--- src/soc_settings.svh ---
// SoC address map settings
`ifndef SOC_SETTINGS_SVH
`define SOC_SETTINGS_SVH

// ----------------------------------------
// Base addresses and region sizes
// ----------------------------------------

// RAM size in bytes, must be a power of two
`define SOC_RAM_BASE      32'h0000_0000
`define SOC_RAM_SIZE      8192
`define SOC_MTIMER_BASE   32'h8001_0000
`define SOC_GPIO_BASE     32'h8002_0000
`define SOC_REGION_SIZE   32

// ----------------------------------------
// Register offsets
// ----------------------------------------
`define SOC_MTIMER_CR     5'h00
`define SOC_MTIMER_LO     5'h04
`define SOC_MTIMER_HI     5'h08
`define SOC_MTIMECMP_LO   5'h0C
`define SOC_MTIMECMP_HI   5'h10

`define SOC_GPIO_IN       5'h00
`define SOC_GPIO_OE       5'h04
`define SOC_GPIO_OUT      5'h08
`define SOC_GPIO_CLR      5'h0C
`define SOC_GPIO_SET      5'h10

`define SOC_GPIO_WIDTH    2
`define SOC_NUM_DEVICES   3

`endif

--- src/soc_pkg.sv ---
// SoC bus types
`default_nettype none

`include "soc_settings.svh"

package soc_pkg;

  // One access from the manager
  typedef struct packed {
    logic [31:0] rw_address;
    logic [31:0] write_data;
    logic [3:0]  write_strobe;
    logic        read_request;
    logic        write_request;
  } bus_req_t;

  // Answer from a device
  typedef struct packed {
    logic [31:0] read_data;
    logic        read_response;
    logic        write_response;
  } bus_rsp_t;

  // Device index, order matches the bus decode tables
  typedef enum logic [1:0] {
    dev_ram,
    dev_mtimer,
    dev_gpio
  } device_e;

  typedef logic [`SOC_GPIO_WIDTH-1:0] gpio_vec_t;

  // Byte lanes of new_word replace those of old_word where strobed
  function automatic logic [31:0] merge_strobe(input logic [31:0] old_word,
                                               input logic [31:0] new_word,
                                               input logic [3:0]  strobe);
    logic [31:0] result;
    result = old_word;
    for (int i = 0; i < 4; i++) begin
      if (strobe[i]) begin
        result[8*i +: 8] = new_word[8*i +: 8];
      end
    end
    return result;
  endfunction

endpackage

`default_nettype wire

--- src/soc_bus.sv ---
// System bus router
`timescale 1ns/1ps
`default_nettype none

`include "soc_settings.svh"

module soc_bus (
  input  logic              clock,
  input  logic              reset,
  input  soc_pkg::bus_req_t manager_req_i,
  output soc_pkg::bus_rsp_t manager_rsp_o,
  output soc_pkg::bus_req_t device_req_o [`SOC_NUM_DEVICES],
  input  soc_pkg::bus_rsp_t device_rsp_i [`SOC_NUM_DEVICES]
);

  import soc_pkg::*;

  // Indexed by device_e: ram, mtimer, gpio
  localparam logic [31:0] DEV_BASE [`SOC_NUM_DEVICES] =
    '{`SOC_RAM_BASE, `SOC_MTIMER_BASE, `SOC_GPIO_BASE};
  localparam logic [31:0] DEV_SIZE [`SOC_NUM_DEVICES] =
    '{32'(`SOC_RAM_SIZE), 32'(`SOC_REGION_SIZE), 32'(`SOC_REGION_SIZE)};

  logic [`SOC_NUM_DEVICES-1:0] hit;
  logic                        any_hit;
  logic                        req_any;
  device_e                     hit_idx;
  device_e                     sel_q;
  logic                        sel_hit_q;
  logic                        unmapped_rd_q;
  logic                        unmapped_wr_q;

  // ----------------------------------------
  // Address decode and request gating
  // ----------------------------------------
  for (genvar d = 0; d < `SOC_NUM_DEVICES; d++) begin : g_dev
    assign hit[d] = (manager_req_i.rw_address - DEV_BASE[d]) < DEV_SIZE[d];

    always_comb begin
      device_req_o[d]               = manager_req_i;
      device_req_o[d].read_request  = manager_req_i.read_request & hit[d];
      device_req_o[d].write_request = manager_req_i.write_request & hit[d];
    end
  end

  assign any_hit = |hit;
  assign req_any = manager_req_i.read_request | manager_req_i.write_request;

  always_comb begin
    hit_idx = dev_ram;
    for (int i = 0; i < `SOC_NUM_DEVICES; i++) begin
      if (hit[i]) begin
        hit_idx = device_e'(i);
      end
    end
  end

  // ----------------------------------------
  // Response select and unmapped reply
  // ----------------------------------------

  // Remember the target so the response stays routed after the request drops
  always_ff @(posedge clock or posedge reset) begin
    if (reset) begin
      sel_q         <= dev_ram;
      sel_hit_q     <= 1'b0;
      unmapped_rd_q <= 1'b0;
      unmapped_wr_q <= 1'b0;
    end else begin
      if (req_any) begin
        sel_q     <= hit_idx;
        sel_hit_q <= any_hit;
      end
      unmapped_rd_q <= manager_req_i.read_request & ~any_hit &
                       ~(unmapped_rd_q | unmapped_wr_q);
      unmapped_wr_q <= manager_req_i.write_request & ~any_hit &
                       ~(unmapped_rd_q | unmapped_wr_q);
    end
  end

  always_comb begin
    if (sel_hit_q) begin
      manager_rsp_o = device_rsp_i[sel_q];
    end else begin
      manager_rsp_o.read_data      = '0;
      manager_rsp_o.read_response  = unmapped_rd_q;
      manager_rsp_o.write_response = unmapped_wr_q;
    end
  end

  // Regions never overlap
  a_onehot_sel: assert property (@(posedge clock) disable iff (reset)
    $onehot0(hit));

  a_no_rd_wr: assert property (@(posedge clock) disable iff (reset)
    !(manager_req_i.read_request && manager_req_i.write_request));

  // Pending access keeps its request and address until answered
  a_req_held: assert property (@(posedge clock) disable iff (reset)
    (req_any && !(manager_rsp_o.read_response || manager_rsp_o.write_response)) |=>
      ((manager_rsp_o.read_response || manager_rsp_o.write_response) ||
       (req_any && $stable(manager_req_i.rw_address))));

endmodule

`default_nettype wire

--- config.mk ---
export PLATFORM = sky130hd
export DESIGN_NAME = soc_bus
export DESIGN_NICKNAME = d
export VERILOG_FILES = /design/src/soc_pkg.sv /design/src/soc_bus.sv
export VERILOG_INCLUDE_DIRS = /design/src /design/src/src
export SDC_FILE = /design/constraint.sdc
export NUM_CORES = 1
export LEC_CHECK = 0
export BUFFER_PORTS_ARGS = -buffer_cell sky130_fd_sc_hd__buf_2
export CAP_MARGIN = 20
export CORE_AREA = 2 2 162 164
export DETAILED_ROUTE_END_ITERATION = 12
export DIE_AREA = 0 0 164 166
export GPL_ROUTABILITY_DRIVEN = 0
export GPL_TIMING_DRIVEN = 0
export PLACE_DENSITY = 0.41
export SYNTH_ARGS = -nofsm -noshare
export SYNTH_HDL_FRONTEND = slang
export SYNTH_SLANG_ARGS = --single-unit
--- constraint.sdc ---
create_clock -name clock -period 2.61 [get_ports clock]
set_input_delay 0.261 -clock clock [delete_from_list [all_inputs] [get_ports clock]]
set_output_delay 0.261 -clock clock [all_outputs]
set_load 0.02 [all_outputs]
==> out/results.tsv <==
stage	metric	value	unit
status	outcome	completed	
clocking	CTS tree	done	
synthesis	syn avg cell area	7.04	um2
sta	Rel. slew slack	0.526	
die	die area	27200	um2
routing	DRC	0	
synthesis	share of the synthesized area in the top cell type	0.462	
die	Initial Util	0.129	
sta	min Tclk post-route	2530	ps
synthesis	Post-Syn Area	3310	um2
placed_design	placed cell count	1180	
worst_setup_path	most used cell, CP	buf_2	
synthesis	post-synthesis cell count	471	
clocking	CTS HTree Levels	1	
sta	Final setup viols	0	
finish	Area Growth Syn to Fin	75.1	%
worst_setup_path	Worst Path Buf+Inv	3	
routing	DRC violation total after the first TritonRoute iteration	65	
die	Top-Level Pins	418	
sta	fmax	395	MHz
synthesis	top cells by area, synth	buf_4, mux2i_1, and2_1	
synthesis	Syn Nets	647	
sta	Worst Tran Pin Value	711	ps
routing	post-route ant nets	0	
synthesis	Synth async-reset ratio	1.00	
sta	Fin Setup TNS	0	ps
finish	Post-layout nets	1030	
placed_design	Detailed Place HPWL	12.8	mm
routing	WL per Instance	12.3	um
synthesis	Post-synth EDFFs	0	
global_route	total grt overflow	0	
clocking	clk root buf	clkbuf_16	
job	max-cap violations	0	
pwr	Leak	3.15	nW
global_route	total track usage	0.0945	
pwr	Final Total Pwr	1.26	mW
die	Cell Rows	59	
synthesis	synth cell count leaders	buf_4, nand2_1, and2_1, mux2i_1, o21ai_0	
die	core area	25600	um2
clocking	clk slew on worst S/H paths	30	ps
sta	skew final	0.00623	ps
synthesis	Seq/Total Area, Yosys	0.0378	
finish	Ant. Diodes	0	
routing	Vias per Instance	3.48	
clocking	Num CTS Buffers	3	
global_route	first-pass GRT wire length	20.4	mm
finish	# fillers	2922	
worst_setup_path	Worst path max stage delay	280	ps
pwr	VDD IR-drop max	136	uV
clocking	clock sink count	5	
sta	Final Max Slew Viols	0	
sta	hold slack	336	ps
sta	Hold Fails Final Rpt	0	
die	Die H	166	um
synthesis	largest area contributor in the netlist	buf_4	
clocking	Clock Latency Late Sink	230	ps
synthesis	Yosys reg bits	5	
routing	DR vias	4131	
finish	share of post-route cells with drive strength above 1	0.720	
global_route	initial antenna violation count	0	
worst_setup_path	Critical Path AT	2270	ps
clocking	clk buf depth	2	
worst_setup_path	CP Class	in2out	
worst_setup_path	startpoint types	primary input	
routing	routed wire length	14.6	mm
worst_setup_path	CP Capture Type	output port	
synthesis	Synth Flop Type	dfrtp_1	
synthesis	Yosys cell types	48	
pwr	cell area power density	217	nW/um2
finish	final core occ	0.227	
sta	fin crit share	0.969	
worst_setup_path	Largest delay share family, worst path	simple AND/OR/NAND/NOR gates	
global_route	largest net degree at the start of global routing	12	
worst_setup_path	Cell Chain, Critical Path	buf_2 -> inv_1 -> ha_2 -> a21boi_2 -> nand4_1 -> xor2_1 -> nor4_2 -> o311a_1 -> and2_1 -> buf_2	
min_path	Hold Crit Class	in2reg	
worst_setup_path	critical path's slowest cell	ha_2	
die	Die X	164	um
global_route	number of global-route vias before repair	3781	
synthesis	Synth warnings	0	
finish	post-route insts no fill	1188	
routing	First-pass DRT Iterations	4	
placed_design	port bufs	374	
synthesis	top-count cell post-synth	buf_4	
worst_setup_path	Critical Path Fanout Max	8	
worst_setup_path	WP data required	2350	ps
==> repair_timing <==
action	in CTS	in global routing
hold endpoints to repair	5	0
pin swaps	2	6
buffers inserted	2	4
endpoints found under the setup margin	37	18
hold buffers	1	0
resized for setup	12	9
cloned	0	0
==> cell usage in the layout (no fill, tap or decap), types with 3 or more instances in the layout <==
cell type  count
buf_2        374
buf_4        211
nand2_1       39
mux2i_1       36
and2_1        36
o21ai_0       33
nor2_1        13
nor3_1        11
clkbuf_1      10
a21oi_1        9
inv_1          6
nand4_1        4
nand3_1        4
xor2_1         4
nor4_4         3
nor4_1         3
nor4_2         3
nor2b_1        3
clkbuf_2       3
clkbuf_16      3
dfrtp_1        3
==> cells by family (layout without fill, tap and decap cells) <==
group	Yosys count	after routing	synth area share
DFF	5	5	0.0378
muxes	38	38	0.116
adders and majority gates	2	2	0.00755
xor gates and xnor gates	5	5	0.0132
and+or+nand+nor	137	137	0.231
AOI/OAI and AO/OA	55	55	0.102
buffers and inverters	229	611	0.493
==> metal layers <==
layer | GRT usage | wire, um | vias to the layer above | part of all wire
li1 | - | - | 2131 | -
met1 | 0.103 | 5480 | 1768 | 0.38
met2 | 0.188 | 7520 | 222 | 0.52
met3 | 0.0185 | 1380 | 10 | 0.095
met4 | 0.0145 | 195 | 0 | 0.013
met5 | 0 | 0 | - | 0
==> tightest hold or removal path, stage by stage <==
cell     delay [ps]
buf_2           140
nand3_1          70
nor3_1           40
==> where the power goes <==
group | internal (mW) | leakage, nW | switching [mW]
Sequential | 0.0820 | 0.0633 | 0.00176
Combinational | 0.440 | 3.05 | 0.482
Clock | 0.202 | 0.0382 | 0.0504
Total | 0.725 | 3.15 | 0.534
==> sequential cells by signal, summed over array words and instances, names as in the netlist <==
register       flops
unmapped_wr_q      1
sel_q              2
unmapped_rd_q      1
sel_hit_q          1
==> cell type report <==
cell class / instances / area (um2) / area share
timing repair buffer: 381 / 1930 / 0.332
sequential: 5 / 128 / 0.0220
clock buffer: 4 / 78.8 / 0.0136
multi-input combinational: 237 / 1610 / 0.278
inverter: 6 / 22.5 / 0.00388
buffer: 220 / 1610 / 0.278
tap: 335 / 419 / 0.0722
==> metrics by stage <==
stage,instance area (um2),setup WS [ps]
2_1_floorplan,3310,282
3_3_place_gp,5610,-347
3_5_place_dp,5610,-323
4_1_cts,5730,31.9
5_1_grt,5800,-57.5
6_report,5800,81.1
==> worst paths after layout <==
path,start,to,slack [ps],cells past startpoint
hold reg to reg,unmapped_wr_q,unmapped_rd_q,540,3
max in group asynchronous,reset,sel_q[0],1920,3
hold / removal,manager_req_i[1],unmapped_rd_q,340,3
setup / recovery,manager_req_i[55],device_req_o[71],80,10
setup reg to reg,sel_q[1],sel_q[1],1100,2
min in group asynchronous,reset,sel_q[1],500,3
No activity file was read; power rests on OpenSTA's default activity.
