==> src/soc_settings.svh <==
// SoC address map settings
`ifndef SOC_SETTINGS_SVH
`define SOC_SETTINGS_SVH

// ----------------------------------------
// Base addresses and region sizes
// ----------------------------------------

// RAM size in bytes, must be a power of two
`define SOC_RAM_BASE      32'h0000_0000
`define SOC_RAM_SIZE      8192
`define SOC_MTIMER_BASE   32'h8001_0000
`define SOC_GPIO_BASE     32'h8002_0000
`define SOC_REGION_SIZE   32

// ----------------------------------------
// Register offsets
// ----------------------------------------
`define SOC_MTIMER_CR     5'h00
`define SOC_MTIMER_LO     5'h04
`define SOC_MTIMER_HI     5'h08
`define SOC_MTIMECMP_LO   5'h0C
`define SOC_MTIMECMP_HI   5'h10

`define SOC_GPIO_IN       5'h00
`define SOC_GPIO_OE       5'h04
`define SOC_GPIO_OUT      5'h08
`define SOC_GPIO_CLR      5'h0C
`define SOC_GPIO_SET      5'h10

`define SOC_GPIO_WIDTH    2
`define SOC_NUM_DEVICES   3

`endif

==> src/soc_pkg.sv <==
// SoC bus types
`default_nettype none

`include "soc_settings.svh"

package soc_pkg;

  // One access from the manager
  typedef struct packed {
    logic [31:0] rw_address;
    logic [31:0] write_data;
    logic [3:0]  write_strobe;
    logic        read_request;
    logic        write_request;
  } bus_req_t;

  // Answer from a device
  typedef struct packed {
    logic [31:0] read_data;
    logic        read_response;
    logic        write_response;
  } bus_rsp_t;

  // Device index, order matches the bus decode tables
  typedef enum logic [1:0] {
    dev_ram,
    dev_mtimer,
    dev_gpio
  } device_e;

  typedef logic [`SOC_GPIO_WIDTH-1:0] gpio_vec_t;

  // Byte lanes of new_word replace those of old_word where strobed
  function automatic logic [31:0] merge_strobe(input logic [31:0] old_word,
                                               input logic [31:0] new_word,
                                               input logic [3:0]  strobe);
    logic [31:0] result;
    result = old_word;
    for (int i = 0; i < 4; i++) begin
      if (strobe[i]) begin
        result[8*i +: 8] = new_word[8*i +: 8];
      end
    end
    return result;
  endfunction

endpackage

`default_nettype wire

==> src/soc_gpio.sv <==
// GPIO block
`timescale 1ns/1ps
`default_nettype none

`include "soc_settings.svh"

module soc_gpio (
  input  logic               clock,
  input  logic               reset,
  input  soc_pkg::bus_req_t  req_i,
  output soc_pkg::bus_rsp_t  rsp_o,
  input  soc_pkg::gpio_vec_t gpio_input_i,
  output soc_pkg::gpio_vec_t gpio_oe_o,
  output soc_pkg::gpio_vec_t gpio_output_o
);

  import soc_pkg::*;

  gpio_vec_t   sync_meta_q;
  gpio_vec_t   sync_in_q;
  gpio_vec_t   oe_q;
  gpio_vec_t   out_q;
  gpio_vec_t   wr_vec;
  logic [31:0] wr_bits;
  logic [31:0] read_word;
  logic [31:0] read_data_q;
  logic        read_response_q;
  logic        write_response_q;
  logic        busy;
  logic        do_write;
  logic [4:0]  offset;

  assign busy     = read_response_q | write_response_q;
  assign do_write = req_i.write_request & ~busy;
  assign offset   = req_i.rw_address[4:0];
  // Only strobed bytes carry data
  assign wr_bits  = merge_strobe('0, req_i.write_data, req_i.write_strobe);
  assign wr_vec   = wr_bits[`SOC_GPIO_WIDTH-1:0];

  always_ff @(posedge clock or posedge reset) begin
    if (reset) begin
      sync_meta_q      <= '0;
      sync_in_q        <= '0;
      oe_q             <= '0;
      out_q            <= '0;
      read_response_q  <= 1'b0;
      write_response_q <= 1'b0;
    end else begin
      // Two-flop input synchroniser
      sync_meta_q <= gpio_input_i;
      sync_in_q   <= sync_meta_q;
      if (do_write) begin
        case (offset)
          `SOC_GPIO_OE:  oe_q  <= wr_vec;
          `SOC_GPIO_OUT: out_q <= wr_vec;
          `SOC_GPIO_CLR: out_q <= out_q & ~wr_vec;
          `SOC_GPIO_SET: out_q <= out_q | wr_vec;
          default:       out_q <= out_q;
        endcase
      end
      read_response_q  <= req_i.read_request & ~busy;
      write_response_q <= do_write;
    end
  end

  always_comb begin
    case (offset)
      `SOC_GPIO_IN:                              read_word = 32'(sync_in_q);
      `SOC_GPIO_OE:                              read_word = 32'(oe_q);
      `SOC_GPIO_OUT, `SOC_GPIO_CLR, `SOC_GPIO_SET: read_word = 32'(out_q);
      default:                                   read_word = '0;
    endcase
  end

  always_ff @(posedge clock) begin
    if (req_i.read_request && !busy) begin
      read_data_q <= read_word;
    end
  end

  assign rsp_o = '{read_data: read_data_q, read_response: read_response_q,
                   write_response: write_response_q};
  assign gpio_oe_o     = oe_q;
  assign gpio_output_o = out_q;

endmodule

`default_nettype wire

==> config.mk <==
export PLATFORM = sky130hd
export DESIGN_NAME = soc_gpio
export DESIGN_NICKNAME = d
export VERILOG_FILES = /design/src/soc_pkg.sv /design/src/soc_gpio.sv
export VERILOG_INCLUDE_DIRS = /design/src /design/src/src
export SDC_FILE = /design/constraint.sdc
export NUM_CORES = 1
export LEC_CHECK = 0
export BUFFER_PORTS_ARGS = -buffer_cell sky130_fd_sc_hd__buf_4
export CORE_ASPECT_RATIO = 1.4
export CORE_MARGIN = 2
export CORE_UTILIZATION = 27
export CTS_CLUSTER_DIAMETER = 80
export CTS_CLUSTER_SIZE = 28
export DETAILED_ROUTE_END_ITERATION = 10
export PLACE_DENSITY = 0.76
export SKIP_LAST_GASP = 1
export SYNTH_ARGS = -nofsm -noshare
export SYNTH_HDL_FRONTEND = slang
export SYNTH_SLANG_ARGS = --single-unit
==> constraint.sdc <==
create_clock -name clock -period 1 [get_ports clock]
set_input_delay 0.15 -clock clock [delete_from_list [all_inputs] [get_ports clock]]
set_output_delay 0.15 -clock clock [all_outputs]
set_load 0.1 [all_outputs]
==> metrics.md, run 1 <==
| Metric | Value |
|---|---|
| Layout cells sized above 1 | 40.0% |
| Pwr dens | 2190 nW/um2 |
| IO Pins | 112 |
| Drt via density | 3.83 |
| Initial antenna violation count | 0 |
| Sequential area share after synthesis | 39.7% |
| Final setup margin | -0.106 ns |
| Post-layout min period | 1.11 ns |
| Avg Inst Size Synth | 10.3 um2 |
| Core Footprint | 2820 um2 |
| Fin crit share | 111% |
| Clock Latency Late Sink | 0.24 ns |
| Hold WS | 0.0150 ns |
| Vias in the first global route | 524 |
| Worst setup startpoint | write_response_q$_DFF_PP0_ |
| Hold Vio Cnt, Final | 0 |
| Worst vdd ir | 0.00103 V |
| Worst Reg2Reg Path Length in Cells | 4 |
| Routed wire per std cell | 10.2 um |
| Kind of critical path | reg -> reg |
| Full die area | 3350 um2 |
| Hold Path Class | in -> reg |
| Clk root buf | clkbuf_8 |
| Hold Crit Depth | 1 |
| Worst path required time | 1.16 ns |
| Sw Pwr | 1190 uW |
| Placed cells | 135 |
| Netlist area before placement | 782 um2 |
| Final setup violating endpoints | 10 |
| Sw Ratio | 51.1% |
| Fin. max-slew vios | 0 |
| Worst Skew | 0.000683 ns |
| Gate Count Post-Synth | 76 |
| Max Root-Sink Buffers | 2 |
| Pre-CTS setup slack | -0.291 ns |
| Die width | 49.5 um |
| Port bufs | 21 |
| Initial DRC count | 12 |
| DRC | 0 |
| First-pass GRT wire length | 2370 um |
| Distinct cell type count after synthesis | 22 |
| First-pass DRT Iterations | 4 |
| GRT Total Usage | 9.75% |
| Area added between synthesis and finish | 35.5% |
| Share of power burned in registers | 27.2% |
| Hold path start | gpio_input_i[1] |
| Startpoint Class | flip-flop |
| Row cnt | 23 |
| Crit-path max FO | 5 |
| Number of CTS-inserted buffers | 3 |
| Die height | 67.7 um |
| Initial core utilization | 27.7% |
| Total gr overflow | 0 |
| Drt total wl | 1440 um |
| H-Tree Depth | 1 |
| Failing checks | negative setup slack |
| Pin count of the biggest net entering global routing | 11 |
| CTS sink cnt | 12 |
| Final net count | 180 |
| Design Power | 2320 uW |
| Leakage Power | 0.000522 uW |
| Fmax | 905 MHz |
| CTS tree | built |
| Most common cell after layout, fill and taps aside | conb_1 |
| CP endpoint kind | flip-flop |
| Unrepaired setup endpoints after global routing | true |
| CP arrival | 1.26 ns |
| Clock power frac | 19.0% |
| Vias | 544 |
| Most frequent cells in the layout | 30 x conb_1, 17 x buf_4, 6 x buf_12, 6 x dfrtp_1 |
| Synth Register Bits | 12 |
| # Max-Cap Violations | 0 |
| Combinational group share of total power | 53.8% |
| GPL Wtd Cong | 0.766 |
| Diodes inserted | 0 |
| Int Pwr | 1140 uW |
| Clk slew on worst S/H paths | 0.05 ns |
| Post-route ant nets | 0 |
| Yosys Warn Count | 0 |
| Reg2reg start | write_response_q$_DFF_PP0_ |
| Outcome | complete, but fails checks |
| Finished Layout Cells | 142 |
-- flip-flops by register name (all words and copies together) (netlist names) --
register,cells
sync_in_q,2
sync_meta_q,2
gpio_output_o,2
gpio_oe_o,2
read_response_q,1
read_data_q,2
write_response_q,1
-- repair_timing --
item	in CTS	in global routing
hold buffers	1	0
gates resized for setup	22	0
hold endpoints to repair	10	0
buffers inserted	2	0
setup endpoints to repair	14	15
pin swaps	2	0
-- path summary, 6_finish.rpt --
path | slack, ns | end
worst min-delay path | 0.02 | sync_meta_q[1]$_DFF_PP0_
worst min register to register | 0.35 | sync_in_q[1]$_DFF_PP0_
worst max register to register | -0.11 | gpio_output_o[0]$_DFFE_PP0P_
min in group asynchronous | 0.44 | sync_meta_q[1]$_DFF_PP0_
worst max-delay path | -0.11 | gpio_output_o[0]$_DFFE_PP0P_
max in group asynchronous | 0.26 | gpio_oe_o[0]$_DFFE_PP0P_
-- stage by stage --
stage / area, um2 / setup TNS [ns] / util (%)
floorplan: 906 / -0.662 / -
finish: 1060 / -0.632 / 37.6
CTS: 1060 / -0.748 / 37.6
global route: 1060 / -1.16 / 37.6
global placement: 900 / -1.26 / 31.9
detailed placement: 900 / -1.45 / 31.9
-- cell usage after synthesis --
| cell type | n | area share, % |
|---|---|---|
| mux2i_1 | 4 | 5.1 |
| or2_2 | 1 | 0.80 |
| o21ai_0 | 2 | 1.3 |
| nor3b_2 | 1 | 1.6 |
| buf_4 | 32 | 31 |
| a221o_1 | 2 | 2.6 |
| or3b_4 | 1 | 1.4 |
| nand3b_1 | 1 | 0.96 |
| or4_4 | 1 | 1.4 |
| nand2_1 | 4 | 1.9 |
| nor3b_1 | 1 | 0.96 |
| nand3_1 | 2 | 1.3 |
| a21oi_4 | 1 | 2.1 |
| inv_1 | 4 | 1.9 |
| edfxtp_1 | 2 | 7.7 |
| or2b_1 | 1 | 0.96 |
| o2bb2ai_1 | 2 | 2.2 |
| conb_1 | 1 | 0.48 |
| dfrtp_1 | 10 | 32 |
| nor2_2 | 1 | 0.80 |
| nand2_2 | 1 | 0.80 |
| o211ai_1 | 1 | 0.96 |
-- worst max-delay path, stage by stage, from the launching register on --
cell       delay (ns)
dfrtp_1          0.41
nor3b_2          0.19
buf_4            0.16
o211ai_1         0.11
o2bb2ai_1        0.16
-- logic make-up (layout without fill, tap and decap cells) --
group                  count (synthesis)  in the layout  synth area share [%]
AOI/OAI and AO/OA                      8              8                  9.12
other                                  1             30                 0.480
DFF                                   12             12                  39.7
muxes                                  4              4                  5.12
and+or+nand+nor                       15             15                  13.0
buffers and inverters                 36             36                  32.6
-- power groups by stage --
| stage | logic, uW | registers, uW | clock network, uW |
|---|---|---|---|
| floorplan | 739 | 905 | 0 |
| global placement | 1090 | 618 | 0 |
| detailed placement | 1100 | 621 | 0 |
| CTS | 1250 | 630 | 459 |
| global route | 1280 | 640 | 494 |
| finish | 1250 | 631 | 441 |
-- routing by layer --
layer  up-vias  track usage (%)  share of wire, %
met3         2             3.54               7.4
met4         0             4.17               1.3
met1       258             8.61                33
li1        249                -                 -
met2        35             19.6                59
met5         -                0                 0
-- final cells by class --
class                   count  area (um2)
fillers                   303        1760
repair buffers             28         303
well taps                  37        46.3
multi-input cells          57         330
inverters                   4        15.0
clock inverters             1        3.75
clock buffers               3        41.3
flip-flops and latches     12         320
Note: power is estimated with default switching activity, not from simulation.
==> run 2, diff against run 1 <==
- CORE_UTILIZATION: 27 -> 30
- PLACE_DENSITY: 0.76 -> 0.8
- clock period: 1 -> 1.1 ns (I/O delays scaled with it)
==> run 2 against run 1 <==
Net effect:
- the run still ends with negative setup slack left
- critical path type unchanged
- sequential share of layout area grew 1.2 points
- register-to-register slack improved by 0.10 ns
- largest power group unchanged
- power decreased by 16%
- clock power down 37%
- clock skew up 0.012 ns
- utilization is 4.2 points higher
- maximum frequency about the same
- first-iteration DRC count is 25% higher
- hold slack improved by 0.20 ns
- final cell count down 1.4%
- combinational power fell by 12%
==> metrics.md, run 2 (synthesis gave the netlist of run 1 again) <==
| Metric | Value |
|---|---|
| Outcome | complete, but fails checks |
| Failing checks | negative setup slack |
| Most common cell after layout, fill and taps aside | conb_1 |
| CP delay by family, top | flip-flops |
| CTS tree | built |
| DRC | 0 |
| Leakage Power | 0.000506 uW |
| Worst Reg2Reg Path Length in Cells | 4 |
| Fin crit share | 100% |
| Layout cells sized above 1 | 37.7% |
| Final setup margin | -0.00488 ns |
| Max Root-Sink Buffers | 2 |
| Final setup violating endpoints | 2 |
| Worst vdd ir | 0.000712 V |
| Area added between synthesis and finish | 30.4% |
| Hold Vio Cnt, Final | 0 |
| Most frequent cells in the layout | 30 x conb_1, 19 x buf_4, 6 x dfrtp_1 |
| Final HPWL DP | 1170 um |
| Clk slew on worst S/H paths | 0.08 ns |
| Fin. max-slew vios | 0 |
| First-pass DRT Iterations | 4 |
| Hold Crit Depth | 3 |
| Drt total wl | 1370 um |
| Largest stage delay, worst path | 0.41 ns |
| Worst path slowest cell | dfrtp_1 |
| Pwr dens | 1910 nW/um2 |
| Core Footprint | 2440 um2 |
| Total gr overflow | 0 |
| Unrepaired setup endpoints after global routing | true |
| Die width | 47.2 um |
| GRT Total Usage | 10.6% |
| Port bufs | 21 |
| CTS sink cnt | 12 |
| Fmax | 905 MHz |
| Worst path required time | 1.29 ns |
| Startpoint Class | flip-flop |
| Post-route ant nets | 0 |
| # Max-Cap Violations | 0 |
| Crit-path max FO | 5 |
| H-Tree Depth | 1 |
| Critical path depth | 4 |
| IO Pins | 112 |
| Number of CTS-inserted buffers | 3 |
| Initial DRC count | 15 |
| Vias in the first global route | 553 |
| Crit-path cells | nor3b_2, buf_4, o211ai_1, o2bb2ai_1 |
| Kind of critical path | reg -> reg |
| CP endpoint kind | flip-flop |
| Full die area | 3040 um2 |
| Post-layout min period | 1.10 ns |
| Fillers | 244 |
| Routed wire per std cell | 9.81 um |
| Initial core utilization | 32.0% |
| WP buf/inv | 1 |
| Hold WS | 0.210 ns |
| Die height | 64.4 um |
| Clock Latency Late Sink | 0.27 ns |
| Initial antenna violation count | 0 |
| Final Cell Area | 1020 um2 |
| CP arrival | 1.30 ns |
| Row cnt | 21 |
| Vias | 554 |
| Pin count of the biggest net entering global routing | 11 |
| GPL Wtd Cong | 0.702 |
| Clk root buf | clkbuf_4 |
| Drt via density | 3.96 |
| First-pass GRT wire length | 2240 um |
| Final net count | 181 |
| Hold Path Class | in -> reg |
| Diodes inserted | 0 |
| Worst Skew | 0.0123 ns |
| Cell Area, Placed | 891 um2 |
==> run 2: cell count changes in the layout (fill, tap and decap cells not counted), moves of 2 or more <==
cell and delta:
clkbuf_8 -3, dlygate4sd3_1 +2, buf_6 -2, buf_4 +2
buf_12 -2, clkbuf_4 +3
==> run 2: worst min-delay path: stages <==
cell	delay (ns)
buf_4	0.11
nand2_1	0.09
o2bb2ai_1	0.08
==> run 2: timing repair <==
item / 4_1_cts / 5_1_grt
setup endpoints to repair: 7 / 14
pin swaps: 1 / 0
endpoints found under the hold margin: 12 / 0
hold buffers: 3 / 0
resized for setup: 9 / 8
setup buffers: 1 / 0
==> run 2: area by class of cell <==
type / instances / area (um2) / share of cell area [%]
Clock buffer: 4 / 26.3 / 2.58
Inverter: 4 / 15.0 / 1.47
Multi-Input combinational cell: 57 / 325 / 31.9
Sequential cell: 12 / 320 / 31.4
Tap cell: 34 / 42.5 / 4.17
Timing Repair Buffer: 29 / 290 / 28.5
==> run 2: layer usage <==
| metal | vias to the layer above | global-route usage, % | share of wire [%] |
|---|---|---|---|
| met2 | 48 | 19.5 | 58 |
| met3 | 0 | 4.46 | 11 |
| met4 | 0 | 5.21 | 0 |
| met5 | - | 0 | 0 |
| met1 | 254 | 8.76 | 31 |
| li1 | 252 | - | - |
==> run 2: final timing paths <==
kind                                                  from                      endpoint  slack, ns
worst min-delay path                              req_i[6]  gpio_output_o[0]$_DFFE_PP0P_       0.21
worst min register to register    sync_meta_q[0]$_DFF_PP0_        sync_in_q[0]$_DFF_PP0_       0.35
worst max register to register  write_response_q$_DFF_PP0_  gpio_output_o[0]$_DFFE_PP0P_     -0.005
max in group asynchronous                            reset      gpio_oe_o[1]$_DFFE_PP0P_       0.35
min in group asynchronous                            reset     read_response_q$_DFF_PP0_       0.43
worst max-delay path            write_response_q$_DFF_PP0_  gpio_output_o[0]$_DFFE_PP0P_     -0.005
==> run 2: power by group <==
part | switching [uW] | internal (uW)
sequential | 54.6 | 517
clock | 138 | 140
combinational | 858 | 243
total | 1050 | 901
==> run 2: metrics by stage <==
stage               total power (uW)  setup WS (ns)  instances  setup TNS [ns]  utilization (%)
floorplan                       1490        -0.0117        105         -0.0244                -
global placement                1540         -0.161        132          -0.752             36.5
detailed placement              1560         -0.208        132          -0.941             36.5
CTS                             1920        -0.0236        140         -0.0470             40.5
global route                    2040        -0.0723        140          -0.277             41.7
finish                          1950       -0.00488        140        -0.00560             41.7
