==> src/soc_settings.svh <==
// SoC address map settings
`ifndef SOC_SETTINGS_SVH
`define SOC_SETTINGS_SVH

// ----------------------------------------
// Base addresses and region sizes
// ----------------------------------------

// RAM size in bytes, must be a power of two
`define SOC_RAM_BASE      32'h0000_0000
`define SOC_RAM_SIZE      8192
`define SOC_MTIMER_BASE   32'h8001_0000
`define SOC_GPIO_BASE     32'h8002_0000
`define SOC_REGION_SIZE   32

// ----------------------------------------
// Register offsets
// ----------------------------------------
`define SOC_MTIMER_CR     5'h00
`define SOC_MTIMER_LO     5'h04
`define SOC_MTIMER_HI     5'h08
`define SOC_MTIMECMP_LO   5'h0C
`define SOC_MTIMECMP_HI   5'h10

`define SOC_GPIO_IN       5'h00
`define SOC_GPIO_OE       5'h04
`define SOC_GPIO_OUT      5'h08
`define SOC_GPIO_CLR      5'h0C
`define SOC_GPIO_SET      5'h10

`define SOC_GPIO_WIDTH    2
`define SOC_NUM_DEVICES   3

`endif

==> src/soc_pkg.sv <==
// SoC bus types
`default_nettype none

`include "soc_settings.svh"

package soc_pkg;

  // One access from the manager
  typedef struct packed {
    logic [31:0] rw_address;
    logic [31:0] write_data;
    logic [3:0]  write_strobe;
    logic        read_request;
    logic        write_request;
  } bus_req_t;

  // Answer from a device
  typedef struct packed {
    logic [31:0] read_data;
    logic        read_response;
    logic        write_response;
  } bus_rsp_t;

  // Device index, order matches the bus decode tables
  typedef enum logic [1:0] {
    dev_ram,
    dev_mtimer,
    dev_gpio
  } device_e;

  typedef logic [`SOC_GPIO_WIDTH-1:0] gpio_vec_t;

  // Byte lanes of new_word replace those of old_word where strobed
  function automatic logic [31:0] merge_strobe(input logic [31:0] old_word,
                                               input logic [31:0] new_word,
                                               input logic [3:0]  strobe);
    logic [31:0] result;
    result = old_word;
    for (int i = 0; i < 4; i++) begin
      if (strobe[i]) begin
        result[8*i +: 8] = new_word[8*i +: 8];
      end
    end
    return result;
  endfunction

endpackage

`default_nettype wire

==> src/soc_mtimer.sv <==
// Machine timer
`timescale 1ns/1ps
`default_nettype none

`include "soc_settings.svh"

module soc_mtimer (
  input  logic              clock,
  input  logic              reset,
  input  soc_pkg::bus_req_t req_i,
  output soc_pkg::bus_rsp_t rsp_o,
  output logic              irq_o
);

  import soc_pkg::*;

  logic        enable_q;
  logic [63:0] mtime_q;
  logic [63:0] mtimecmp_q;
  logic [63:0] mtime_next;
  logic        irq_q;
  logic [31:0] read_word;
  logic [31:0] read_data_q;
  logic        read_response_q;
  logic        write_response_q;
  logic        busy;
  logic        do_write;
  logic [4:0]  offset;

  assign busy     = read_response_q | write_response_q;
  assign do_write = req_i.write_request & ~busy;
  assign offset   = req_i.rw_address[4:0];

  // ----------------------------------------
  // Counter
  // ----------------------------------------

  // Bus writes override the increment
  always_comb begin
    mtime_next = enable_q ? mtime_q + 64'd1 : mtime_q;
    if (do_write && offset == `SOC_MTIMER_LO) begin
      mtime_next[31:0] = merge_strobe(mtime_q[31:0], req_i.write_data, req_i.write_strobe);
    end
    if (do_write && offset == `SOC_MTIMER_HI) begin
      mtime_next[63:32] = merge_strobe(mtime_q[63:32], req_i.write_data, req_i.write_strobe);
    end
  end

  always_ff @(posedge clock or posedge reset) begin
    if (reset) begin
      enable_q   <= 1'b0;
      mtime_q    <= '0;
      mtimecmp_q <= '1;
      irq_q      <= 1'b0;
    end else begin
      mtime_q <= mtime_next;
      if (do_write && offset == `SOC_MTIMER_CR && req_i.write_strobe[0]) begin
        enable_q <= req_i.write_data[0];
      end
      if (do_write && offset == `SOC_MTIMECMP_LO) begin
        mtimecmp_q[31:0] <= merge_strobe(mtimecmp_q[31:0], req_i.write_data,
                                         req_i.write_strobe);
      end
      if (do_write && offset == `SOC_MTIMECMP_HI) begin
        mtimecmp_q[63:32] <= merge_strobe(mtimecmp_q[63:32], req_i.write_data,
                                          req_i.write_strobe);
      end
      irq_q <= enable_q & (mtime_q >= mtimecmp_q);
    end
  end

  // ----------------------------------------
  // Register read and response
  // ----------------------------------------
  always_comb begin
    case (offset)
      `SOC_MTIMER_CR:   read_word = {31'b0, enable_q};
      `SOC_MTIMER_LO:   read_word = mtime_q[31:0];
      `SOC_MTIMER_HI:   read_word = mtime_q[63:32];
      `SOC_MTIMECMP_LO: read_word = mtimecmp_q[31:0];
      `SOC_MTIMECMP_HI: read_word = mtimecmp_q[63:32];
      default:          read_word = '0;
    endcase
  end

  always_ff @(posedge clock) begin
    if (req_i.read_request && !busy) begin
      read_data_q <= read_word;
    end
  end

  always_ff @(posedge clock or posedge reset) begin
    if (reset) begin
      read_response_q  <= 1'b0;
      write_response_q <= 1'b0;
    end else begin
      read_response_q  <= req_i.read_request & ~busy;
      write_response_q <= do_write;
    end
  end

  assign rsp_o = '{read_data: read_data_q, read_response: read_response_q,
                   write_response: write_response_q};
  assign irq_o = irq_q;

  a_irq_off: assert property (@(posedge clock) disable iff (reset)
    !enable_q |=> !irq_o);

endmodule

`default_nettype wire

==> config.mk <==
export PLATFORM = sky130hd
export DESIGN_NAME = soc_mtimer
export DESIGN_NICKNAME = d
export VERILOG_FILES = /design/src/soc_pkg.sv /design/src/soc_mtimer.sv
export VERILOG_INCLUDE_DIRS = /design/src /design/src/src
export SDC_FILE = /design/constraint.sdc
export NUM_CORES = 1
export LEC_CHECK = 0
export BUFFER_PORTS_ARGS = -buffer_cell sky130_fd_sc_hd__buf_2
export CORE_AREA = 4 4 139 141
export DETAILED_ROUTE_END_ITERATION = 10
export DIE_AREA = 0 0 143 145
export PLACE_DENSITY = 0.76
export RECOVER_POWER = 100
export REMOVE_ABC_BUFFERS = 1
export SYNTH_ARGS = -nofsm -noshare
export SYNTH_HDL_FRONTEND = slang
export SYNTH_SLANG_ARGS = --single-unit
==> constraint.sdc <==
create_clock -name clock -period 5.2 [get_ports clock]
set_clock_uncertainty 0.15 [all_clocks]
set_input_delay 0.26 -clock clock [delete_from_list [all_inputs] [get_ports clock]]
set_output_delay 0.26 -clock clock [all_outputs]
set_load 0.005 [all_outputs]
==> results of run 1 <==
-- power by group through the flow --
stage	logic [mW]	registers [mW]	clock network, mW
2_1_floorplan	0.564	1.71	0
3_3_place_gp	0.785	1.77	0
5_1_grt	0.958	1.80	1.40
4_1_cts	0.846	1.76	1.34
6_report	0.848	1.78	1.33
3_5_place_dp	0.816	1.78	0
-- final cells by class --
cell class                 count  area (µm²)
fill                        1508        6660
multi-input combinational    738        5050
inverter                      75         283
clock inverter                 8         123
sequential                   164        4340
tap                          229         287
clock buffer                  24         493
timing repair buffer         119         726
-- worst max-delay path, cell delays in order (launching register included) --
cell and delay (ps):
dfrtp_1 360, nor3b_1 60, clkbuf_1 520, nand3_1 670
clkbuf_1 630, nand2_1 210, nor3_1 780, a41oi_1 200
a211oi_1 250
-- routing by layer --
layer	share of wire [%]	up-vias
met5	0	-
met4	3.0	0
met3	8.9	72
met2	47	492
met1	41	4282
li1	-	4037
-- registers in the layout, indices dropped and copies added (netlist names) --
name and cells:
mtime_q 64, mtimecmp_q 64, irq_o 1, enable_q 1, read_response_q 1, read_data_q 32
write_response_q 1
-- final timing paths --
check	startpoint	endpoint	slack, ps	depth (start not counted)
hold reg to reg	mtime_q[17]$_DFFE_PP0P_	mtime_q[17]$_DFFE_PP0P_	430	1
setup reg to reg	write_response_q$_DFF_PP0_	mtime_q[46]$_DFFE_PP0P_	1270	8
hold / removal	req_i[15]	mtime_q[41]$_DFFE_PP0P_	10	3
max in group asynchronous	reset	irq_o$_DFF_PP0_	1940	4
min in group asynchronous	reset	write_response_q$_DFF_PP0_	910	3
setup / recovery	write_response_q$_DFF_PP0_	mtime_q[46]$_DFFE_PP0P_	1270	8
-- synthesized netlist by cell type, drive strengths merged (32+ instances only) --
cell	number	area share, %
nand2	116	4.4
inv	75	2.9
nor2	73	2.8
dfrtp	68	17
ha	65	8.2
dfstp	64	17
mux2	64	7.3
a21oi	55	2.8
nand3	51	2.6
clkbuf	38	1.4
nand4	33	2.2
a211oi	32	2.4
edfxtp	32	9.7
nor3	32	1.8
o21ai	32	1.6
-- cell families after synthesis --
family / after synthesis / share of synthesized area [%]
simple gates: 387 / 19.6
compound gates: 216 / 15.6
flops: 164 / 44.0
buf+inv: 120 / 4.67
mux: 69 / 7.81
fa+ha+maj: 65 / 8.24
xor+xnor: 1 / 0.0888
-- repair_timing --
action	4_1_cts	5_1_grt
hold buffers	28	0
endpoints found under the setup margin	0	0
endpoints found under the hold margin	93	0
setup buffers	0	0
-- placed cells by master, fill, tap and decap left out, types with 51 or more instances in the layout --
| cell type | count |
|---|---|
| inv_1 | 74 |
| nor2_1 | 73 |
| dfrtp_1 | 68 |
| ha_1 | 65 |
| mux2_2 | 62 |
| nand2_1 | 116 |
| buf_2 | 61 |
| dfstp_2 | 63 |
| nand3_1 | 51 |
| a21oi_1 | 55 |
-- stage by stage --
step                power [mW]  area, µm²
finish                    3.96      11300
global route              4.16      11300
CTS                       3.95      11400
detailed placement        2.60      10500
global placement          2.56      10500
floorplan                 2.27       9690
==> results.tsv, run 1 <==
metric	value	unit
die_area	20700	µm²
ys_warn_count	0	
worstMarginPinSlew	2500	ps
cts_buffer_depth	2	
cp-end-kind	register	
clockPowerShare	33.6	%
cts.repair.resized	0	
dp_cells	1297	
max_cap_violations	2	
start_util	54.9	%
ios	107	
clock_latency	440	ps
arrival	4130	ps
ir_drop	0.000241	V
numCtsBuffers	17	
grt_use_met3	5.36	%
antenna_found_initial	0	
postRouteAntennaNets	0	
htree_levels	4	
hold_path.class	in2reg	
intPower	2.71	mW
tns	0	ps
routedWlPerCell	21.6	µm
top_usage_layer	met2	
area.growth.synth_to_final	14.6	%
dp_slack	2060	ps
core	18000	µm²
cts_tree	done	
worst_setup_path_start_kind	register	
port_buffers	79	
rsz0062_at_grt	false	
core.rowCount	49	
synth_ff_type	dfrtp_1	
vias	8883	
post-route-util	63.0	%
drive_gt1_share	21.2	%
status	finished, violations left	
use_met1	39.6	%
p_sw_share	31.6	%
grt_use_total	28.2	%
drtPass1Iterations	7	
clk_pin_slew	60	ps
avgSynthCellArea	9.66	µm²
dieHeight	145	µm
grt_overflow	0	
vias_per_cell	6.55	
ys_ff_latch	164	
cts.sinks	164	
post-route-period-util	75.6	%
final_cells	1357	
leakage	4.61	nW
grt_max_degree	54	
synthesis.instances	1022	
ys_seq_area_share	44.0	%
powerDensity	350	nW/µm²
antenna_cells	0	
max_freq	0.254	GHz
synth-async-reset-ratio	80.5	%
hold_violations	0	
drc	0	
dpl.hpwl	20800	µm
totalWireLength	29400	µm
routabilityCongestion	0.951	
nets	1252	
slew_viol_final	88	
ys_types	63	
final.setup.worst_slack	1270	ps
grt_pass1_wl	46300	µm
fin_crit	3930	ps
cp_data_required_time	5400	ps
netlist_area	9870	µm²
cts_root_buf	clkbuf_16	
violations	max-capacitance violations, max-slew violations	
relSlewSlack	-67.7	%
first_global_vias	8528	
synth_edf_count	32	
drtIter0Drc	1209	
critPathMaxFanout	20	
worst_hold_slack	10.9	ps
power_frac_comb	21.4	%
grt_use_met2	43.8	%
critical_path_class	reg2reg	
setup_viol	0	
dieWidth	143	µm
switchingPower	1.25	mW
seq_power_share	45.0	%
(Power assumes the default switching activity.)
==> run 2: changes to the inputs <==
Clock period 5.2 ns to 4 ns, I/O delays scaled along.
==> results.tsv, run 2 (same netlist as run 1, synthesis figures left out) <==
metric	value	unit	change
clk_pin_slew	70	ps	about the same
tns	0	ps	unchanged
drtPass1Iterations	9		+2
dp_cells	1299		+0.15%
start_util	54.9	%	unchanged
ios	107		unchanged
drtIter0Drc	1171		-3.1%
postRouteAntennaNets	0		unchanged
setup_viol	0		unchanged
leakage	4.66	nW	+0.91%
grt_use_met2	42.4	%	-1.4 points
cp-end-kind	register		
slew_viol_final	118		+34%
max_freq	0.305	GHz	+20%
p_sw_share	32.9	%	+1.3 points
relSlewSlack	-43.1	%	+25 points
ctsHoldBuffers	35		+25%
grt_use_met3	5.59	%	+0.23 points
max_cap_violations	2		unchanged
vias	8837		-0.52%
area.growth.synth_to_final	15.5	%	
power_frac_comb	21.8	%	+0.4 points
postCtsSetupBuffers	0		unchanged
vias_per_cell	6.46		-1.2%
post-route-period-util	82.1	%	+6.5 points
dieHeight	145	µm	unchanged
port_buffers	79		unchanged
use_met1	39.8	%	+0.21 points
final_cells	1367		+0.74%
switchingPower	1.68	mW	+34%
cts.repair.resized	0		unchanged
cts_tree	done		
fillCellCount	1518		+0.66%
first_global_vias	8512		-0.19%
critPathMaxFanout	20		unchanged
antenna_found_initial	2		+2
grt_pass1_wl	46300	µm	+0.15%
layout_commonest_cell	nand2_1		
intPower	3.41	mW	+26%
arrival	3510	ps	-620 ps
top_usage_layer	met2		
routedWlPerCell	21.2	µm	-2.1%
cts.sinks	164		unchanged
fin_crit	3280	ps	-647 ps
nets	1261		+0.72%
grt_use_total	28.2	%	-0.043 points
htree_levels	4		unchanged
drc	0		unchanged
clock_latency	440	ps	about the same
core.rowCount	49		unchanged
routabilityCongestion	0.960		+0.97%
powerDensity	447	nW/µm²	+28%
drive_gt1_share	22.3	%	+1.1 points
ir_drop	0.000318	V	+32%
cp_data_required_time	4230	ps	-1170 ps
final_cell_mix	nand2_1, inv_1, nor2_1		
reg.largest.list	mtime_q: 64 flops, mtimecmp_q: 64 flops, read_data_q: 32 flops		
cts_root_buf	clkbuf_16		
dieWidth	143	µm	unchanged
status	finished, violations left		
hold_path.class	in2reg		
hold_violations	0		unchanged
totalWireLength	29000	µm	-1.4%
core	18000	µm²	unchanged
post-route-util	63.5	%	+0.52 points
grt_max_degree	85		+57%
clockPowerShare	32.9	%	-0.7 points
seq_power_share	45.3	%	+0.3 points
rsz0062_at_grt	false		
cts_buffer_depth	2		unchanged
numCtsBuffers	17		unchanged
dpl.hpwl	20700	µm	-0.74%
critical_path_class	reg2reg		
worstMarginPinSlew	2150	ps	-355 ps
grt_overflow	0		unchanged
violations	max-capacitance violations, max-slew violations		
worst_setup_path_start_kind	register		
die_area	20700	µm²	unchanged
==> run 2: layout make-up <==
cell class / count / area (µm²) / share of cell area [%]
Antenna cell: 1 / 2.50 / 0.0219
Clock buffer: 18 / 439 / 3.85
Clock inverter: 14 / 151 / 1.33
Inverter: 75 / 282 / 2.47
Multi-Input combinational cell: 738 / 5060 / 44.4
Sequential cell: 164 / 4340 / 38.1
Tap cell: 229 / 287 / 2.51
Timing Repair Buffer: 128 / 831 / 7.29
==> run 2: path summary, 6_finish.rpt <==
kind / slack [ps] / from / depth (start not counted) / end
max: 720 / write_response_q$_DFF_PP0_ / 7 / mtime_q[20]$_DFFE_PP0P_
min: 60 / req_i[2] / 3 / mtime_q[5]$_DFFE_PP0P_
max reg2reg: 720 / write_response_q$_DFF_PP0_ / 7 / mtime_q[20]$_DFFE_PP0P_
min reg2reg: 430 / mtime_q[17]$_DFFE_PP0P_ / 1 / mtime_q[17]$_DFFE_PP0P_
max in group asynchronous: 1840 / reset / 4 / mtimecmp_q[62]$_DFFE_PP1P_
min in group asynchronous: 750 / reset / 3 / mtime_q[4]$_DFFE_PP0P_
==> run 2: critical path, cell delays in order, from the launching register on <==
cell and delay, ps:
dfrtp_1 390, nor3b_1 190, clkbuf_1 830, and3_1 740, and2_0 480, a211oi_1 120
a31oi_1 170, o21a_1 130
==> run 2: metrics by stage <==
stage	worst slack [ps]	hold WS (ps)	power (mW)	cell area [µm²]
after floorplan	230	167	2.95	9690
after global placement	1260	339	3.33	10500
after detailed placement	1230	348	3.39	10500
after CTS	1210	54.2	5.09	11400
after global routing	529	73.0	5.35	11400
final	718	59.8	5.09	11400
==> run 2: layer usage <==
metal  share of wire (%)  vias up
met5               0.066        -
met4                 3.3        2
met3                 9.0       81
met2                  46      480
met1                  42     4220
li1                    -     4054
==> run 2: power by group through the flow <==
stage          sequential [mW]  clock, mW  combinational [mW]
3_5_place_dp              2.31          0                1.07
4_1_cts                   2.29       1.69                1.11
5_1_grt                   2.34       1.76                1.25
2_1_floorplan             2.22          0               0.733
3_3_place_gp              2.30          0                1.02
6_report                  2.31       1.67                1.11
==> run 3: changes to the inputs <==
Clock period 4 ns to 3.3 ns, I/O delays scaled along.
==> results.tsv, run 3 (same netlist as run 1, synthesis figures left out) <==
metric	value	unit	change
status	finished, violations left		
violations	max-capacitance violations, max-slew violations		
die_area	20700	µm²	unchanged
vias_per_cell	6.53		+0.96%
ios	107		unchanged
worstMarginPinSlew	2150	ps	+0.289 ps
reg2regPathDepth	7		unchanged
total_power	6.30	mW	+24%
fin_crit	2980	ps	-306 ps
grt_max_degree	65		-24%
postCtsSetupBuffers	0		unchanged
powerDensity	547	nW/µm²	+22%
first_global_vias	8867		+4.2%
dp_slack	551	ps	-675 ps
area.growth.synth_to_final	16.7	%	
grt_use_total	28.9	%	+0.77 points
port_buffers	79		unchanged
dieWidth	143	µm	unchanged
htree_levels	4		unchanged
post-route-period-util	90.2	%	+8.1 points
cp-end-kind	register		
critPathTopFamily	simple AND/OR/NAND/NOR gates		
whs_path_depth	3		unchanged
dp_cells	1316		+1.3%
antenna_cells	0		-1
place_area	10600	µm²	+1.2%
clock_latency	440	ps	about the same
ir_drop	0.000381	V	+20%
start_util	54.9	%	unchanged
relSlewSlack	-43.1	%	about the same
routabilityCongestion	0.984		+2.4%
postRouteAntennaNets	0		unchanged
cp_cell_sequence	and4_1 > and3_1 > nand4_1 > clkbuf_1 > nor3_2 > a41oi_1 > a211oi_1		
cp_data_required_time	3490	ps	-740 ps
final_cell_mix	nand2_1, inv_1, nor2_1		
hold_violations	0		unchanged
vias	9039		+2.3%
worstReg2RegStart	mtime_q[15]$_DFFE_PP0P_		
totalWireLength	29700	µm	+2.6%
cpMaxStageDelayCell	nor3_2		
drtPass1Iterations	6		-3
cts_buffer_depth	2		unchanged
nets	1280		+1.5%
tns	0	ps	unchanged
grt_pass1_wl	47400	µm	+2.4%
final.setup.worst_slack	324	ps	-394 ps
arrival	3170	ps	-340 ps
critPathMaxFanout	13		-35%
drive_gt1_share	22.1	%	-0.11 points
numCtsBuffers	17		unchanged
worst_setup_path_start_kind	register		
rsz0062_at_grt	false		
clk_pin_slew	60	ps	about the same
routedWlPerCell	21.4	µm	+1.2%
core.rowCount	49		unchanged
design_area	11500	µm²	+0.99%
cts.repair.resized	0		unchanged
slew_viol_final	70		-41%
leakage	4.73	nW	+1.5%
dpl.hpwl	21300	µm	+3.1%
worstPathBufferInverterCount	1		unchanged
reg.largest.list	mtime_q: 64 flops, mtimecmp_q: 64 flops, read_data_q: 32 flops		
min_from	req_i[2]		
core	18000	µm²	unchanged
reg2reg_to	mtime_q[46]$_DFFE_PP0P_		
drc	0		unchanged
cts_tree	done		
cts_root_buf	clkbuf_16		
drtIter0Drc	1094		-6.6%
antenna_found_initial	0		-2
dieHeight	145	µm	unchanged
final_cells	1385		+1.3%
max_cap_violations	2		unchanged
holdPathEnd	mtime_q[5]$_DFFE_PP0P_		
max_freq	0.336	GHz	+10%
critical_path_class	reg2reg		
rrSetupSlack	320	ps	-390 ps
layout_commonest_cell	nand2_1		
setup_viol	0		unchanged
hold_path.class	in2reg		
grt_overflow	0		unchanged
ctsHoldBuffers	37		+5.7%
cp_slowest_stage_delay	560	ps	-270 ps
cts.sinks	164		unchanged
-- run 3: cell types whose count changed in the layout (fill, tap and decap cells not counted), moves of 4 or more --
cell        before  now
buf_4            9   21
clkbuf_1        18   26
clkinvlp_4       5    1
inv_6            4    0
-- run 3: cell type report --
| cell class | count | area, µm² |
|---|---|---|
| inverter | 75 | 283 |
| clock inverter | 9 | 155 |
| fill | 1483 | 6450 |
| sequential | 164 | 4340 |
| multi-input combinational | 738 | 5040 |
| timing repair buffer | 147 | 948 |
| tap | 229 | 287 |
| clock buffer | 23 | 458 |
-- run 3: through the flow --
step	util, %	hold slack [ps]
finish	64.1	35.0
global route	64.1	27.6
CTS	64.7	24.4
detailed placement	59.2	82.0
global placement	59.2	73.1
floorplan	-	132
-- run 3: worst max path at each step --
stage / startpoint / slack, ps / end / cells after the start
2_1_floorplan: reset / -440 / enable_q$_DFFE_PP0P_ / 1
3_3_place_gp: mtime_q[8]$_DFFE_PP0P_ / 660 / mtime_q[57]$_DFFE_PP0P_ / 6
3_5_place_dp: mtime_q[15]$_DFFE_PP0P_ / 550 / mtime_q[61]$_DFFE_PP0P_ / 6
4_1_cts: mtime_q[15]$_DFFE_PP0P_ / 520 / mtime_q[61]$_DFFE_PP0P_ / 6
5_1_grt: mtime_q[15]$_DFFE_PP0P_ / 180 / mtime_q[46]$_DFFE_PP0P_ / 7
6_report: mtime_q[15]$_DFFE_PP0P_ / 320 / mtime_q[46]$_DFFE_PP0P_ / 7
-- run 3: routing by layer --
| layer | GRT usage, % | up-vias | routed length [µm] |
|---|---|---|---|
| met5 | 0 | - | 0 |
| met4 | 11.7 | 0 | 957 |
| met3 | 5.56 | 78 | 2600 |
| met2 | 44.4 | 451 | 13800 |
| met1 | 40.4 | 4418 | 12400 |
| li1 | - | 4092 | - |
-- run 3: tightest hold or removal path, delay by kind of cell --
kind                   cells  cell delay [ps]
buffers and inverters      1              190
AOI/OAI and AO/OA          1               90
and+or+nand+nor            1              120
-- run 3: power breakdown --
part           switching, mW  internal (mW)  leakage, nW
combinational          0.791          0.608         2.63
sequential             0.380           2.40         1.80
clock                  0.825           1.29        0.295
total                   2.00           4.30         4.73
